$ cat src/sm83_alu_pkg.sv
`default_nettype none

package sm83_alu_pkg;

	// Register offsets on the APB address bus.
	// Each register sits on its own word.
	localparam logic [3:0] REG_A   = 4'h0;
	localparam logic [3:0] REG_B   = 4'h4;
	localparam logic [3:0] REG_CMD = 4'h8;
	localparam logic [3:0] REG_F   = 4'hC;

	// Accumulator operations, taken from opcode bits 5:3 as on the SM83.
	localparam logic [2:0] OP_ADD = 3'd0;
	localparam logic [2:0] OP_ADC = 3'd1;
	localparam logic [2:0] OP_SUB = 3'd2;
	localparam logic [2:0] OP_SBC = 3'd3;
	localparam logic [2:0] OP_AND = 3'd4;
	localparam logic [2:0] OP_XOR = 3'd5;
	localparam logic [2:0] OP_OR  = 3'd6;
	localparam logic [2:0] OP_CP  = 3'd7;

	// Prefixed (CB) rotate and shift operations, also in bits 5:3.
	localparam logic [2:0] CB_RLC  = 3'd0;
	localparam logic [2:0] CB_RRC  = 3'd1;
	localparam logic [2:0] CB_RL   = 3'd2;
	localparam logic [2:0] CB_RR   = 3'd3;
	localparam logic [2:0] CB_SLA  = 3'd4;
	localparam logic [2:0] CB_SRA  = 3'd5;
	localparam logic [2:0] CB_SWAP = 3'd6;
	localparam logic [2:0] CB_SRL  = 3'd7;

	// Jump conditions in opcode bits 4:3.
	localparam logic [1:0] CC_NZ = 2'd0;
	localparam logic [1:0] CC_Z  = 2'd1;
	localparam logic [1:0] CC_NC = 2'd2;
	localparam logic [1:0] CC_C  = 2'd3;

	// The two halves of the DAA correction.
	localparam logic [7:0] DAA_LOW  = 8'h06;
	localparam logic [7:0] DAA_HIGH = 8'h60;

	// Requester side of the APB port.
	typedef struct packed {
		logic        psel;
		logic        penable;
		logic        pwrite;
		logic [3:0]  paddr;
		logic [15:0] pwdata;
	} apb_req_t;

	// Completer side of the APB port.
	typedef struct packed {
		logic        pready;
		logic        pslverr;
		logic [15:0] prdata;
	} apb_rsp_t;

	typedef enum logic [1:0] {
		CLS_ALU  = 2'd0,
		CLS_CB   = 2'd1,
		CLS_DAA  = 2'd2,
		CLS_COND = 2'd3
	} alu_class_t;

	// Opcode as seen by the accumulator and CB decoders.
	typedef struct packed {
		logic [1:0] grp;
		logic [2:0] op543;
		logic [2:0] reg_sel;
	} op_view_t;

	// Opcode as seen by the conditional jump decoder.
	typedef struct packed {
		logic [2:0] jgrp;
		logic [1:0] cc;
		logic [2:0] jlow;
	} jump_view_t;

	// The same opcode byte, decoded one of two ways depending on the class.
	typedef union packed {
		op_view_t   op;
		jump_view_t jump;
	} opcode_u;

	typedef struct packed {
		alu_class_t cls;
		opcode_u    opcode;
	} cmd_t;

	// Flags in the order they occupy F[7:4].
	typedef struct packed {
		logic z;
		logic n;
		logic h;
		logic c;
	} flags_t;

	typedef struct packed {
		logic [7:0] result;
		flags_t     flags;
		logic       shift_out;
	} alu_res_t;

endpackage

`default_nettype wire

$ cat src/sm83_alu_control.sv
`timescale 1ns/10ps
`default_nettype none

module sm83_alu_control import sm83_alu_pkg::*; (
	input  logic       clk,
	input  logic       reset,
	input  cmd_t       cmd,
	input  logic       cmd_valid,
	input  flags_t     flags_q,
	input  alu_res_t   core_res,
	input  alu_res_t   shift_res,
	input  logic       daa_l_gt_9,
	input  logic       daa_h_gt_9,
	input  logic       daa_h_eq_9,
	output logic       shift_l,
	output logic       shift_r,
	output logic       shift_in,
	output logic [7:0] daa_out,
	output logic       a_sel,
	output alu_res_t   res,
	output logic       a_we,
	output logic       f_we,
	output logic       cond_we,
	output logic       cond_result
);

	logic       is_cb;
	logic [2:0] op543;
	logic       daa_low;
	logic       daa_carry;

	assign is_cb = (cmd.cls == CLS_CB);
	assign op543 = cmd.opcode.op.op543;

	// SWAP is the only CB operation that does not move bits by one place.
	// It is routed to the shifter as its nibble-swap select.
	assign a_sel = is_cb && (op543 == CB_SWAP);

	// Odd CB operations shift right, even ones shift left.
	assign shift_l = is_cb && !a_sel && !op543[0];
	assign shift_r = is_cb && !a_sel && op543[0];

	// The core passes A through unchanged for CB commands.
	// Its result therefore supplies the end bits of A for the shift carry.
	always_comb begin
		case (op543)
			CB_RLC, CB_SRA: shift_in = core_res.result[7];
			CB_RRC:         shift_in = core_res.result[0];
			CB_RL, CB_RR:   shift_in = flags_q.c;
			CB_SLA, CB_SRL: shift_in = 1'b0;
			// SWAP moves no single bit in.
			default:        shift_in = 1'b0;
		endcase
	end

	// After an addition the low nibble needs a correction when it went past 9
	// or produced a half carry. After a subtraction only the flag counts.
	assign daa_low = flags_q.h || (!flags_q.n && daa_l_gt_9);

	// The high correction also sets the carry, since A went past 0x99.
	assign daa_carry = flags_q.c ||
		(!flags_q.n && (daa_h_gt_9 || (daa_l_gt_9 && daa_h_eq_9)));

	assign daa_out = (daa_low ? DAA_LOW : 8'h00) | (daa_carry ? DAA_HIGH : 8'h00);

	// Pick the datapath result for write-back.
	// DAA takes its carry from the correction logic here, not from the adder.
	always_comb begin
		res = core_res;
		if (is_cb) begin
			res = shift_res;
		end else if (cmd.cls == CLS_DAA) begin
			res.flags.c = daa_carry;
		end
	end

	// CP only compares, so A keeps its value.
	// A condition test touches neither A nor F.
	assign a_we = (cmd.cls != CLS_COND) &&
		!((cmd.cls == CLS_ALU) && (op543 == OP_CP));
	assign f_we = (cmd.cls != CLS_COND);
	assign cond_we = cmd_valid && (cmd.cls == CLS_COND);

	// The condition bit holds until the next condition command.
	always_ff @(posedge clk) begin
		if (reset) begin
			cond_result <= 1'b0;
		end else if (cond_we) begin
			case (cmd.opcode.jump.cc)
				CC_NZ:   cond_result <= !flags_q.z;
				CC_Z:    cond_result <= flags_q.z;
				CC_NC:   cond_result <= !flags_q.c;
				CC_C:    cond_result <= flags_q.c;
				default: cond_result <= 1'b0;
			endcase
		end
	end

endmodule

`default_nettype wire

$ cat src/sm83_alu_core.sv
`timescale 1ns/10ps
`default_nettype none

module sm83_alu_core import sm83_alu_pkg::*; (
	input  logic [7:0] a_q,
	input  logic [7:0] b_q,
	input  flags_t     flags_q,
	input  cmd_t       cmd,
	input  logic [7:0] daa_out,
	output alu_res_t   core_res,
	output logic       daa_l_gt_9,
	output logic       daa_h_gt_9,
	output logic       daa_h_eq_9
);

	logic       is_daa;
	logic [2:0] op543;
	logic       sub;
	logic       cin;
	logic [7:0] opnd;
	logic [7:0] opnd_x;
	logic [4:0] sum_lo;
	logic [4:0] sum_hi;
	logic       half;
	logic       carry;
	logic [7:0] value;
	flags_t     flags;

	assign is_daa = (cmd.cls == CLS_DAA);
	assign op543  = cmd.opcode.op.op543;

	// DAA subtracts its correction when the last operation was a subtraction.
	assign sub = is_daa ? flags_q.n :
		(op543 == OP_SUB) || (op543 == OP_SBC) || (op543 == OP_CP);
	assign cin = !is_daa && ((op543 == OP_ADC) || (op543 == OP_SBC)) && flags_q.c;

	// The second operand is B, or the correction byte for DAA.
	assign opnd = is_daa ? daa_out : b_q;

	// Subtraction is A + ~B + !cin.
	// The raw carries come out inverted and are turned into borrows below.
	assign opnd_x = opnd ^ {8{sub}};
	assign sum_lo = {1'b0, a_q[3:0]} + {1'b0, opnd_x[3:0]} + {4'b0, cin ^ sub};
	assign sum_hi = {1'b0, a_q[7:4]} + {1'b0, opnd_x[7:4]} + {4'b0, sum_lo[4]};

	// Half carry is the carry out of the low stage.
	assign half  = sum_lo[4] ^ sub;
	assign carry = sum_hi[4] ^ sub;

	always_comb begin
		value = a_q;
		flags = flags_q;
		case (cmd.cls)
			CLS_ALU: begin
				case (op543)
					OP_ADD, OP_ADC, OP_SUB, OP_SBC, OP_CP: begin
						value = {sum_hi[3:0], sum_lo[3:0]};
						flags.h = half;
						flags.c = carry;
					end
					OP_AND: begin
						value = a_q & b_q;
						flags.h = 1'b1;
						flags.c = 1'b0;
					end
					OP_XOR: begin
						value = a_q ^ b_q;
						flags.h = 1'b0;
						flags.c = 1'b0;
					end
					OP_OR: begin
						value = a_q | b_q;
						flags.h = 1'b0;
						flags.c = 1'b0;
					end
					default: value = a_q;
				endcase
				flags.n = sub;
				flags.z = ({sum_hi[3:0], sum_lo[3:0]} == 8'h00);
				// Logic results need their own zero test.
				if (op543 == OP_AND || op543 == OP_XOR || op543 == OP_OR) begin
					flags.z = (value == 8'h00);
				end
			end
			CLS_DAA: begin
				// N and C are kept here.
				// The control block supplies the final carry.
				value = {sum_hi[3:0], sum_lo[3:0]};
				flags.z = (value == 8'h00);
				flags.h = 1'b0;
			end
			// CB and condition commands see A and F unchanged.
			default: value = a_q;
		endcase
	end

	assign core_res.result    = value;
	assign core_res.flags     = flags;
	// The adder never shifts a bit out.
	assign core_res.shift_out = 1'b0;

	// Nibble comparisons of A that drive the DAA correction.
	assign daa_l_gt_9 = (a_q[3:0] > 4'd9);
	assign daa_h_gt_9 = (a_q[7:4] > 4'd9);
	assign daa_h_eq_9 = (a_q[7:4] == 4'd9);

endmodule

`default_nettype wire

$ cat src/sm83_alu_shifter.sv
`timescale 1ns/10ps
`default_nettype none

module sm83_alu_shifter import sm83_alu_pkg::*; (
	input  logic [7:0] a_q,
	input  logic       shift_l,
	input  logic       shift_r,
	input  logic       shift_in,
	input  logic       swap,
	output alu_res_t   shift_res
);

	logic [7:0] value;
	logic       out_bit;

	// Only one of swap, shift_l and shift_r is set for a given command.
	always_comb begin
		value   = a_q;
		out_bit = 1'b0;
		if (swap) begin
			value = {a_q[3:0], a_q[7:4]};
		end else if (shift_l) begin
			// Bit 7 leaves and shift_in enters at bit 0.
			value   = {a_q[6:0], shift_in};
			out_bit = a_q[7];
		end else if (shift_r) begin
			// Bit 0 leaves and shift_in enters at bit 7.
			value   = {shift_in, a_q[7:1]};
			out_bit = a_q[0];
		end
	end

	assign shift_res.result    = value;
	assign shift_res.flags.z   = (value == 8'h00);
	assign shift_res.flags.n   = 1'b0;
	assign shift_res.flags.h   = 1'b0;
	// The carry takes the bit that fell off, which SWAP never produces.
	assign shift_res.flags.c   = out_bit;
	assign shift_res.shift_out = out_bit;

endmodule

`default_nettype wire

$ cat src/sm83_alu_regs.sv
`timescale 1ns/10ps
`default_nettype none

module sm83_alu_regs import sm83_alu_pkg::*; (
	input  logic       clk,
	input  logic       reset,
	input  apb_req_t   apb_req,
	output apb_rsp_t   apb_rsp,
	input  alu_res_t   res,
	input  logic       a_we,
	input  logic       f_we,
	input  logic       cond_result,
	output cmd_t       cmd,
	output logic       cmd_valid,
	output logic [7:0] a_q,
	output logic [7:0] b_q,
	output flags_t     flags_q
);

	logic wr_en;
	logic wr_a;
	logic wr_b;
	logic wr_cmd;
	logic wr_f;

	// A write completes in its access phase, because pready is always high.
	assign wr_en  = apb_req.psel && apb_req.penable && apb_req.pwrite;
	assign wr_a   = wr_en && (apb_req.paddr == REG_A);
	assign wr_b   = wr_en && (apb_req.paddr == REG_B);
	assign wr_cmd = wr_en && (apb_req.paddr == REG_CMD);
	assign wr_f   = wr_en && (apb_req.paddr == REG_F);

	always_ff @(posedge clk) begin
		if (reset) begin
			a_q       <= 8'h00;
			b_q       <= 8'h00;
			flags_q   <= '0;
			cmd_valid <= 1'b0;
		end else begin
			// The strobe lasts exactly one cycle after the CMD access.
			cmd_valid <= wr_cmd;
			// A result from the datapath wins over a host write in the same cycle.
			if (cmd_valid && a_we) begin
				a_q <= res.result;
			end else if (wr_a) begin
				a_q <= apb_req.pwdata[7:0];
			end
			if (wr_b) begin
				b_q <= apb_req.pwdata[7:0];
			end
			if (cmd_valid && f_we) begin
				flags_q <= res.flags;
			end else if (wr_f) begin
				flags_q <= apb_req.pwdata[7:4];
			end
		end
	end

	// The command is staged here and consumed while cmd_valid is high.
	always_ff @(posedge clk) begin
		if (wr_cmd) begin
			cmd <= cmd_t'(apb_req.pwdata[9:0]);
		end
	end

	// Reads are plain multiplexing with no side effects.
	always_comb begin
		apb_rsp.pready  = 1'b1;
		apb_rsp.pslverr = 1'b0;
		case (apb_req.paddr)
			REG_A:   apb_rsp.prdata = {8'h00, a_q};
			REG_B:   apb_rsp.prdata = {8'h00, b_q};
			REG_CMD: apb_rsp.prdata = {6'b0, cmd};
			// The condition bit rides above the flags in F.
			REG_F:   apb_rsp.prdata = {7'b0, cond_result, flags_q, 4'b0};
			default: apb_rsp.prdata = 16'h0000;
		endcase
	end

endmodule

`default_nettype wire

$ cat src/sm83_alu_top.sv
`timescale 1ns/10ps
`default_nettype none

module sm83_alu_top import sm83_alu_pkg::*; (
	input  logic     clk,
	input  logic     reset,
	input  apb_req_t apb_req,
	output apb_rsp_t apb_rsp
);

	cmd_t       cmd;
	logic       cmd_valid;
	logic [7:0] a_q;
	logic [7:0] b_q;
	flags_t     flags_q;
	alu_res_t   core_res;
	alu_res_t   shift_res;
	alu_res_t   res;
	logic       daa_l_gt_9;
	logic       daa_h_gt_9;
	logic       daa_h_eq_9;
	logic       shift_l;
	logic       shift_r;
	logic       shift_in;
	logic [7:0] daa_out;
	logic       a_sel;
	logic       a_we;
	logic       f_we;
	logic       cond_result;

	sm83_alu_regs sm83_alu_regs_inst (
		.clk         (clk),
		.reset       (reset),
		.apb_req     (apb_req),
		.apb_rsp     (apb_rsp),
		.res         (res),
		.a_we        (a_we),
		.f_we        (f_we),
		.cond_result (cond_result),
		.cmd         (cmd),
		.cmd_valid   (cmd_valid),
		.a_q         (a_q),
		.b_q         (b_q),
		.flags_q     (flags_q)
	);

	// The condition enable is consumed inside the control block itself.
	sm83_alu_control sm83_alu_control_inst (
		.clk         (clk),
		.reset       (reset),
		.cmd         (cmd),
		.cmd_valid   (cmd_valid),
		.flags_q     (flags_q),
		.core_res    (core_res),
		.shift_res   (shift_res),
		.daa_l_gt_9  (daa_l_gt_9),
		.daa_h_gt_9  (daa_h_gt_9),
		.daa_h_eq_9  (daa_h_eq_9),
		.shift_l     (shift_l),
		.shift_r     (shift_r),
		.shift_in    (shift_in),
		.daa_out     (daa_out),
		.a_sel       (a_sel),
		.res         (res),
		.a_we        (a_we),
		.f_we        (f_we),
		.cond_we     (),
		.cond_result (cond_result)
	);

	sm83_alu_core sm83_alu_core_inst (
		.a_q        (a_q),
		.b_q        (b_q),
		.flags_q    (flags_q),
		.cmd        (cmd),
		.daa_out    (daa_out),
		.core_res   (core_res),
		.daa_l_gt_9 (daa_l_gt_9),
		.daa_h_gt_9 (daa_h_gt_9),
		.daa_h_eq_9 (daa_h_eq_9)
	);

	sm83_alu_shifter sm83_alu_shifter_inst (
		.a_q       (a_q),
		.shift_l   (shift_l),
		.shift_r   (shift_r),
		.shift_in  (shift_in),
		.swap      (a_sel),
		.shift_res (shift_res)
	);

endmodule

`default_nettype wire

$ cat config.mk
export PLATFORM = sky130hd
export DESIGN_NAME = sm83_alu_top
export DESIGN_NICKNAME = d
export VERILOG_FILES = /design/src/sm83_alu_pkg.sv /design/src/sm83_alu_control.sv /design/src/sm83_alu_core.sv /design/src/sm83_alu_shifter.sv /design/src/sm83_alu_regs.sv /design/src/sm83_alu_top.sv
export SDC_FILE = /design/constraint.sdc
export NUM_CORES = 1
export LEC_CHECK = 0
export ABC_AREA = 1
export BUFFER_PORTS_ARGS = -buffer_cell sky130_fd_sc_hd__buf_2
export CAP_MARGIN = 20
export CORE_ASPECT_RATIO = 1.5
export CORE_UTILIZATION = 40
export DETAILED_ROUTE_END_ITERATION = 6
export PLACE_DENSITY = 0.65
export SYNTH_ARGS = -nofsm -noshare
export SYNTH_HDL_FRONTEND = slang
export SYNTH_SLANG_ARGS = --single-unit
$ cat constraint.sdc
create_clock -name clk -period 5.1 [get_ports clk]
set_clock_uncertainty 0.05 [all_clocks]
set_input_delay 0.255 -clock clk [delete_from_list [all_inputs] [get_ports clk]]
set_output_delay 0.255 -clock clk [all_outputs]
set_load 0.05 [all_outputs]
# Word level (Yosys, flattened, before mapping)
# Index checks and enable logic that the tools add are counted.
# classes
add_sub_neg,4
n_mul,0
n_div,0
n_lt_le_gt_ge,2
n_eq_ne,21
shifts,0
n_mux,29
bitwise_logic,8
n_reduce_logical,51
# ops
operator,n
$mux W8,7
$pmux W10 S4,1
$pmux W8 S4,1
$logic_not A8 Y1,3
$logic_and A1 B1 Y1,20
$or A8 B8 Y8,2
$pmux W8 S2,1
$xor A8 B8 Y8,2
$eq A3 B3 Y1 const B,4
$eq A4 B4 Y1 const B,3
$mux W11,1
$add A4 B4 Y5,2
$add A5 B1 Y5,2
$mux W1,9
$and A8 B8 Y8,1
$eq A2 B2 Y1 const B,4
$gt A4 B4 Y1 const B,2
$logic_or A1 B1 Y1,8
$mux W4,2
$ne A4 B1 Y1 const B,2
$logic_not A1 Y1,7
$mux W7,1
$eq A3 B2 Y1 const B,2
$pmux W2 S3,1
other kinds (17),27
# word_totals
regBits,32
latch_bits,0
ramBits,0
mem_bits_ro,0
inputBits,25
word_cells,126
mem_count,0

# Longest topological paths before layout
# logic_depth
word_depth,22
depth_mapped,31
depth_no_buf,29

# By module
# Synthesis repeated with hierarchy kept, for this count alone.
# hier_totals
hier_cells,628
area_unflattened_um2,3862.5
# modules_own_cells
mod,instances,cells_each,area_each_um2,seq_area_each_um2
sm83_alu_regs,1,231,1679.1,720.7
sm83_alu_core,1,224,1338.8,0.0
sm83_alu_control,1,88,452.9,20.0
sm83_alu_shifter,1,85,391.6,0.0

# Least setup slack after synthesis
# Ideal clock, no wire load.
# synth_timing
path_type,flip-flop to flip-flop
start,"reg, netlist name sm83_alu_regs_inst.cmd[8]"
end,"reg, netlist name sm83_alu_regs_inst.flags_q[3]"
arrival_time_ns,4.258
slack_ns,0.722
stages_incl_launch_ff,25
n_path_buf,3
period_less_slack_ns,4.378
cell_sequence,edfxtp_1 -> inv_1 -> ha_1 -> clkbuf_1 -> buf_2 -> inv_1 -> clkbuf_1 -> nand4_1 -> xnor2_1 -> inv_1 -> fa_1 -> fa_1 -> a21oi_1 -> nor2_1 -> nor2_1 -> fa_1 -> inv_1 -> fa_1 -> nor4_1 -> nand2_1 -> a211oi_1 -> nand4_1 -> nand2_1 -> a21oi_1 -> a21oi_1
# synth_between
elab_chain_len,17
elab_cells_between_ends,38
# synth_lines
element
branches (longest 17 deep; another with $add A4 B4 Y5)
# Parallel ways; which one is timed is not known. The select of a mux whose other input is x is not followed.
# A chain may end at the register's enable or synchronous reset.

# Worst setup path in the final report
# layout_timing
start,"reg, netlist name sm83_alu_regs_inst.cmd[8]"
end,"reg, netlist name sm83_alu_regs_inst.flags_q[3]"
# layout_between
elab_chain_len,17
elab_cells_between_ends,38
# layout_lines
element
branches (longest 17 deep; another with $add A4 B4 Y5)
# Parallel ways; which one is timed is not known. The select of a mux whose other input is x is not followed.

==> load_flow_metrics.sql <==
INSERT INTO impl_metrics (metric_group, metric, value, unit) VALUES
('setup_path', 'setup.worst_path.start_class', 'flop', ''),
('cells_and_area', 'area_delta_synth_final', '11.5', '%'),
('route', 'antenna_violating_nets_post_route', '0', ''),
('route', 'vias_per_cell', '5.70', ''),
('setup_path', 'worst-endpoint-arrival', '4860', 'ps'),
('logic_synthesis', 'yosys.cell_count.top_type', 'nand2_1', ''),
('timing', 'grt_setup_unrepaired', 'false', ''),
('grt', 'residual_overflow_from_global_routing', '0', ''),
('die', 'core.rowCount', '39', ''),
('clocking', 'numClockSinks', '32', ''),
('timing', 'finalMaxSlewViolations', '0', ''),
('cells_and_area', 'final_cell_area', '3490', 'sq um'),
('logic_synthesis', 'async_reset_ff_frac', '0', ''),
('power', 'power_frac_clock', '0.454', ''),
('power', 'switching_power', '0.158', 'mW'),
('clocking', 'numCtsBuffers', '5', ''),
('die', 'start_util', '0.411', ''),
('setup_path', 'crit-reg2reg-launch', 'sm83_alu_regs_inst.cmd[8]', ''),
('logic_synthesis', 'synth-compound-area-share', '0.263', ''),
('route', 'post_drt_wl_per_cell', '18.0', 'um'),
('clocking', 'cts.clk_slew.worst_paths', '50', 'ps'),
('setup_path', 'worst_r2r_end', 'sm83_alu_regs_inst.flags_q[3]', ''),
('job', 'drv_cap', '0', ''),
('route', 'drt_iter0_markers', '174', ''),
('logic_synthesis', 'syn-cell-area', '3130', 'sq um'),
('cells_and_area', 'antennaDiodeCount', '0', ''),
('outcome', 'outcome', 'finished clean', ''),
('logic_synthesis', 'syn_area_per_cell', '6.93', 'sq um'),
('logic_synthesis', 'synth_simple_gate_area_frac', '0.227', ''),
('setup_path', 'crit_type', 'flop to flop', ''),
('logic_synthesis', 'synth_fa_ha_area_frac', '0.130', ''),
('route', 'detailedRoute.firstPassIterationCount', '5', ''),
('setup_path', 'number_of_cells_on_the_worst_reg_to_reg_path', '22', ''),
('power', 'leakagePower', '1.54', 'nW'),
('logic_synthesis', 'postSynthCellCount', '451', ''),
('logic_synthesis', 'ys_ff_latch', '32', ''),
('setup_path', 'crit_fanout', '6', ''),
('logic_synthesis', 'synth-edff-count', '10', ''),
('power', 'vdd_drop_max', '0.252', 'mV'),
('timing', 'min_period_over_period', '0.922', ''),
('place', 'place.port_buffers', '28', ''),
('route', 'num_vias', '3326', ''),
('power', 'internal_power', '0.461', 'mW'),
('cells_and_area', 'post_route_cells_drive_above_1_share', '0.139', ''),
('grt', 'grt_use_total', '0.278', ''),
('worst_hold_path', 'min_delay_worst_endpoint', 'sm83_alu_regs_inst.cmd[8]', ''),
('worst_hold_path', 'min_path_cells', '1', ''),
('logic_synthesis', 'synth_warnings', '0', ''),
('worst_hold_path', 'hold_path_class', 'primary input to flop', ''),
('grt', 'grt_start_max_net_pins', '23', ''),
('logic_synthesis', 'synthDominantCellAreaShare', '0.141', ''),
('logic_synthesis', 'synth.top_cells.by_count', 'nand2_1, inv_1, a21oi_1', ''),
('timing', 'finalHoldViolations', '0', ''),
('timing', 'transition_at_the_pin_with_the_smallest_max_transition_slack', '927', 'ps'),
('logic_synthesis', 'yosys.cell_types.count', '44', ''),
('logic_synthesis', 'seq_area_frac_synth', '0.237', ''),
('clocking', 'cts_post_setup_buffers_inserted', '0', ''),
('die', 'die_h', '110', 'um'),
('cells_and_area', 'regArea', '741', 'sq um'),
('power', 'combinationalPowerShare', '0.114', ''),
('clocking', 'max-clock-path-buffers', '2', ''),
('cells_and_area', 'finish.net_count', '535', ''),
('worst_hold_path', 'holdCritStartpoint', 'apb_req[8]', ''),
('logic_synthesis', 'main_combinational_cell_family_by_area_after_synthesis', 'compound AO/OA/AOI/OAI gates', ''),
('clocking', 'buffer_cell_driving_the_clock_tree_root', 'clkbuf_16', ''),
('grt', 'grt_pass1_vias', '3151', ''),
('die', 'die_area', '8180', 'sq um'),
('logic_synthesis', 'ys_dominant_reg_cell', 'dfxtp_1', ''),
('timing', 'report.final.setup_viol', '0', ''),
('logic_synthesis', 'cell_types_with_the_largest_area_share_after_synthesis', 'dfxtp_1, nand2_1, ha_1, edfxtp_1, a21oi_1', ''),
('die', 'io_pins', '43', '');
==> stage by stage <==
| step | instances | hold slack, ps | util | setup slack [ps] |
|---|---|---|---|---|
| final | 583 | 97.7 | 0.458 | 399 |
| after global routing | 583 | 93.9 | 0.458 | 18.7 |
| after detailed placement | 575 | 384 | 0.440 | 342 |
| after global placement | 575 | 383 | 0.440 | 409 |
| after CTS | 583 | 95.2 | 0.458 | 303 |
| after floorplan | 457 | 283 | - | 722 |
==> worst max-delay path, stage by stage (launching register included) <==
cell	delay, ps
edfxtp_1	410
inv_1	130
ha_2	300
nand2_1	120
o21ai_4	130
inv_2	110
nand2_1	60
o21ai_0	100
fa_1	490
fa_1	440
a21oi_1	150
nor2_1	60
nor2_1	260
fa_1	220
inv_1	60
fa_1	510
nor4_1	280
nand2_1	80
a211oi_1	180
nand4_1	100
nand2_1	140
a21oi_1	80
a21oi_1	150
==> registers in the layout, indices dropped and copies added (netlist names) <==
signal                             flops
sm83_alu_control_inst.cond_result      1
sm83_alu_regs_inst.flags_q             4
sm83_alu_regs_inst.cmd_valid           1
sm83_alu_regs_inst.a_q                 8
sm83_alu_regs_inst.cmd                10
sm83_alu_regs_inst.b_q                 8
==> layout by cell type, fill, tap and decap left out, drive strengths merged <==
cell type  synthesis  routed
nor4               1       1
a211oi             2       2
edfxtp            10      10
and2               1       1
clkbuf             4       6
a22oi              2       2
o21bai             1       1
o21ai             46      46
o2111ai            7       7
nor2              29      29
a21oi             47      47
xor2               8       8
dfxtp             22      22
nand3             22      22
o21ba              1       1
xnor2              1       1
inv               65      65
o22ai              4       4
buf               14      34
nand2             94      94
conb               2       8
nand4              6       6
a31oi              5       5
fa                 4       4
o211ai             9       9
o221ai             8       8
a221oi             3       3
nor3               6       6
clkinv             0       2
nand3b             1       1
ha                26      26
==> power groups by stage <==
stage | Sequential [mW] | Combinational, mW | Clock, mW
2_1_floorplan | 0.272 | 0.0511 | 0
3_3_place_gp | 0.273 | 0.0690 | 0
3_5_place_dp | 0.273 | 0.0699 | 0
4_1_cts | 0.268 | 0.0701 | 0.284
5_1_grt | 0.268 | 0.0771 | 0.295
6_report | 0.268 | 0.0704 | 0.281
==> how the worst max path moves through the flow <==
| stage | from | end | cells after the start |
|---|---|---|---|
| floorplan | sm83_alu_regs_inst.cmd[8] | sm83_alu_regs_inst.flags_q[3] | 24 |
| global placement | sm83_alu_regs_inst.cmd[8] | sm83_alu_regs_inst.flags_q[3] | 22 |
| detailed placement | sm83_alu_regs_inst.cmd[8] | sm83_alu_regs_inst.flags_q[3] | 22 |
| CTS | sm83_alu_regs_inst.cmd[8] | sm83_alu_regs_inst.flags_q[3] | 22 |
| global route | sm83_alu_regs_inst.cmd[8] | sm83_alu_regs_inst.flags_q[3] | 22 |
| finish | sm83_alu_regs_inst.cmd[8] | sm83_alu_regs_inst.flags_q[3] | 22 |
==> metal layers <==
metal,GRT usage,part of all wire,vias to the layer above
met1,0.304,0.37,1538
met4,0.202,0.064,0
li1,-,-,1599
met3,0.0291,0.053,40
met2,0.488,0.51,149
met5,0,0,-
==> repair_timing <==
action,4_1_cts,5_1_grt
hold buffers,0,0
resized for setup,0,1
setup endpoints to repair,0,1
==> final cells by class <==
cell class | count | share of cell area
repair buffers | 34 | 0.0531
clock inverters | 2 | 0.00215
well taps | 102 | 0.0366
inverters | 65 | 0.0707
flip-flops and latches | 32 | 0.212
clock buffers | 6 | 0.0370
multi-input cells | 342 | 0.588
==> kinds of logic (layout without fill, tap and decap cells) <==
| logic type | Yosys count | count (layout) |
|---|---|---|
| xor gates and xnor gates | 9 | 9 |
| other | 2 | 8 |
| DFF | 32 | 32 |
| buffers and inverters | 83 | 107 |
| AOI/OAI and AO/OA | 135 | 135 |
| adders and majority gates | 30 | 30 |
| and+or+nand+nor | 160 | 160 |
No activity file was read; power rests on OpenSTA's default activity.
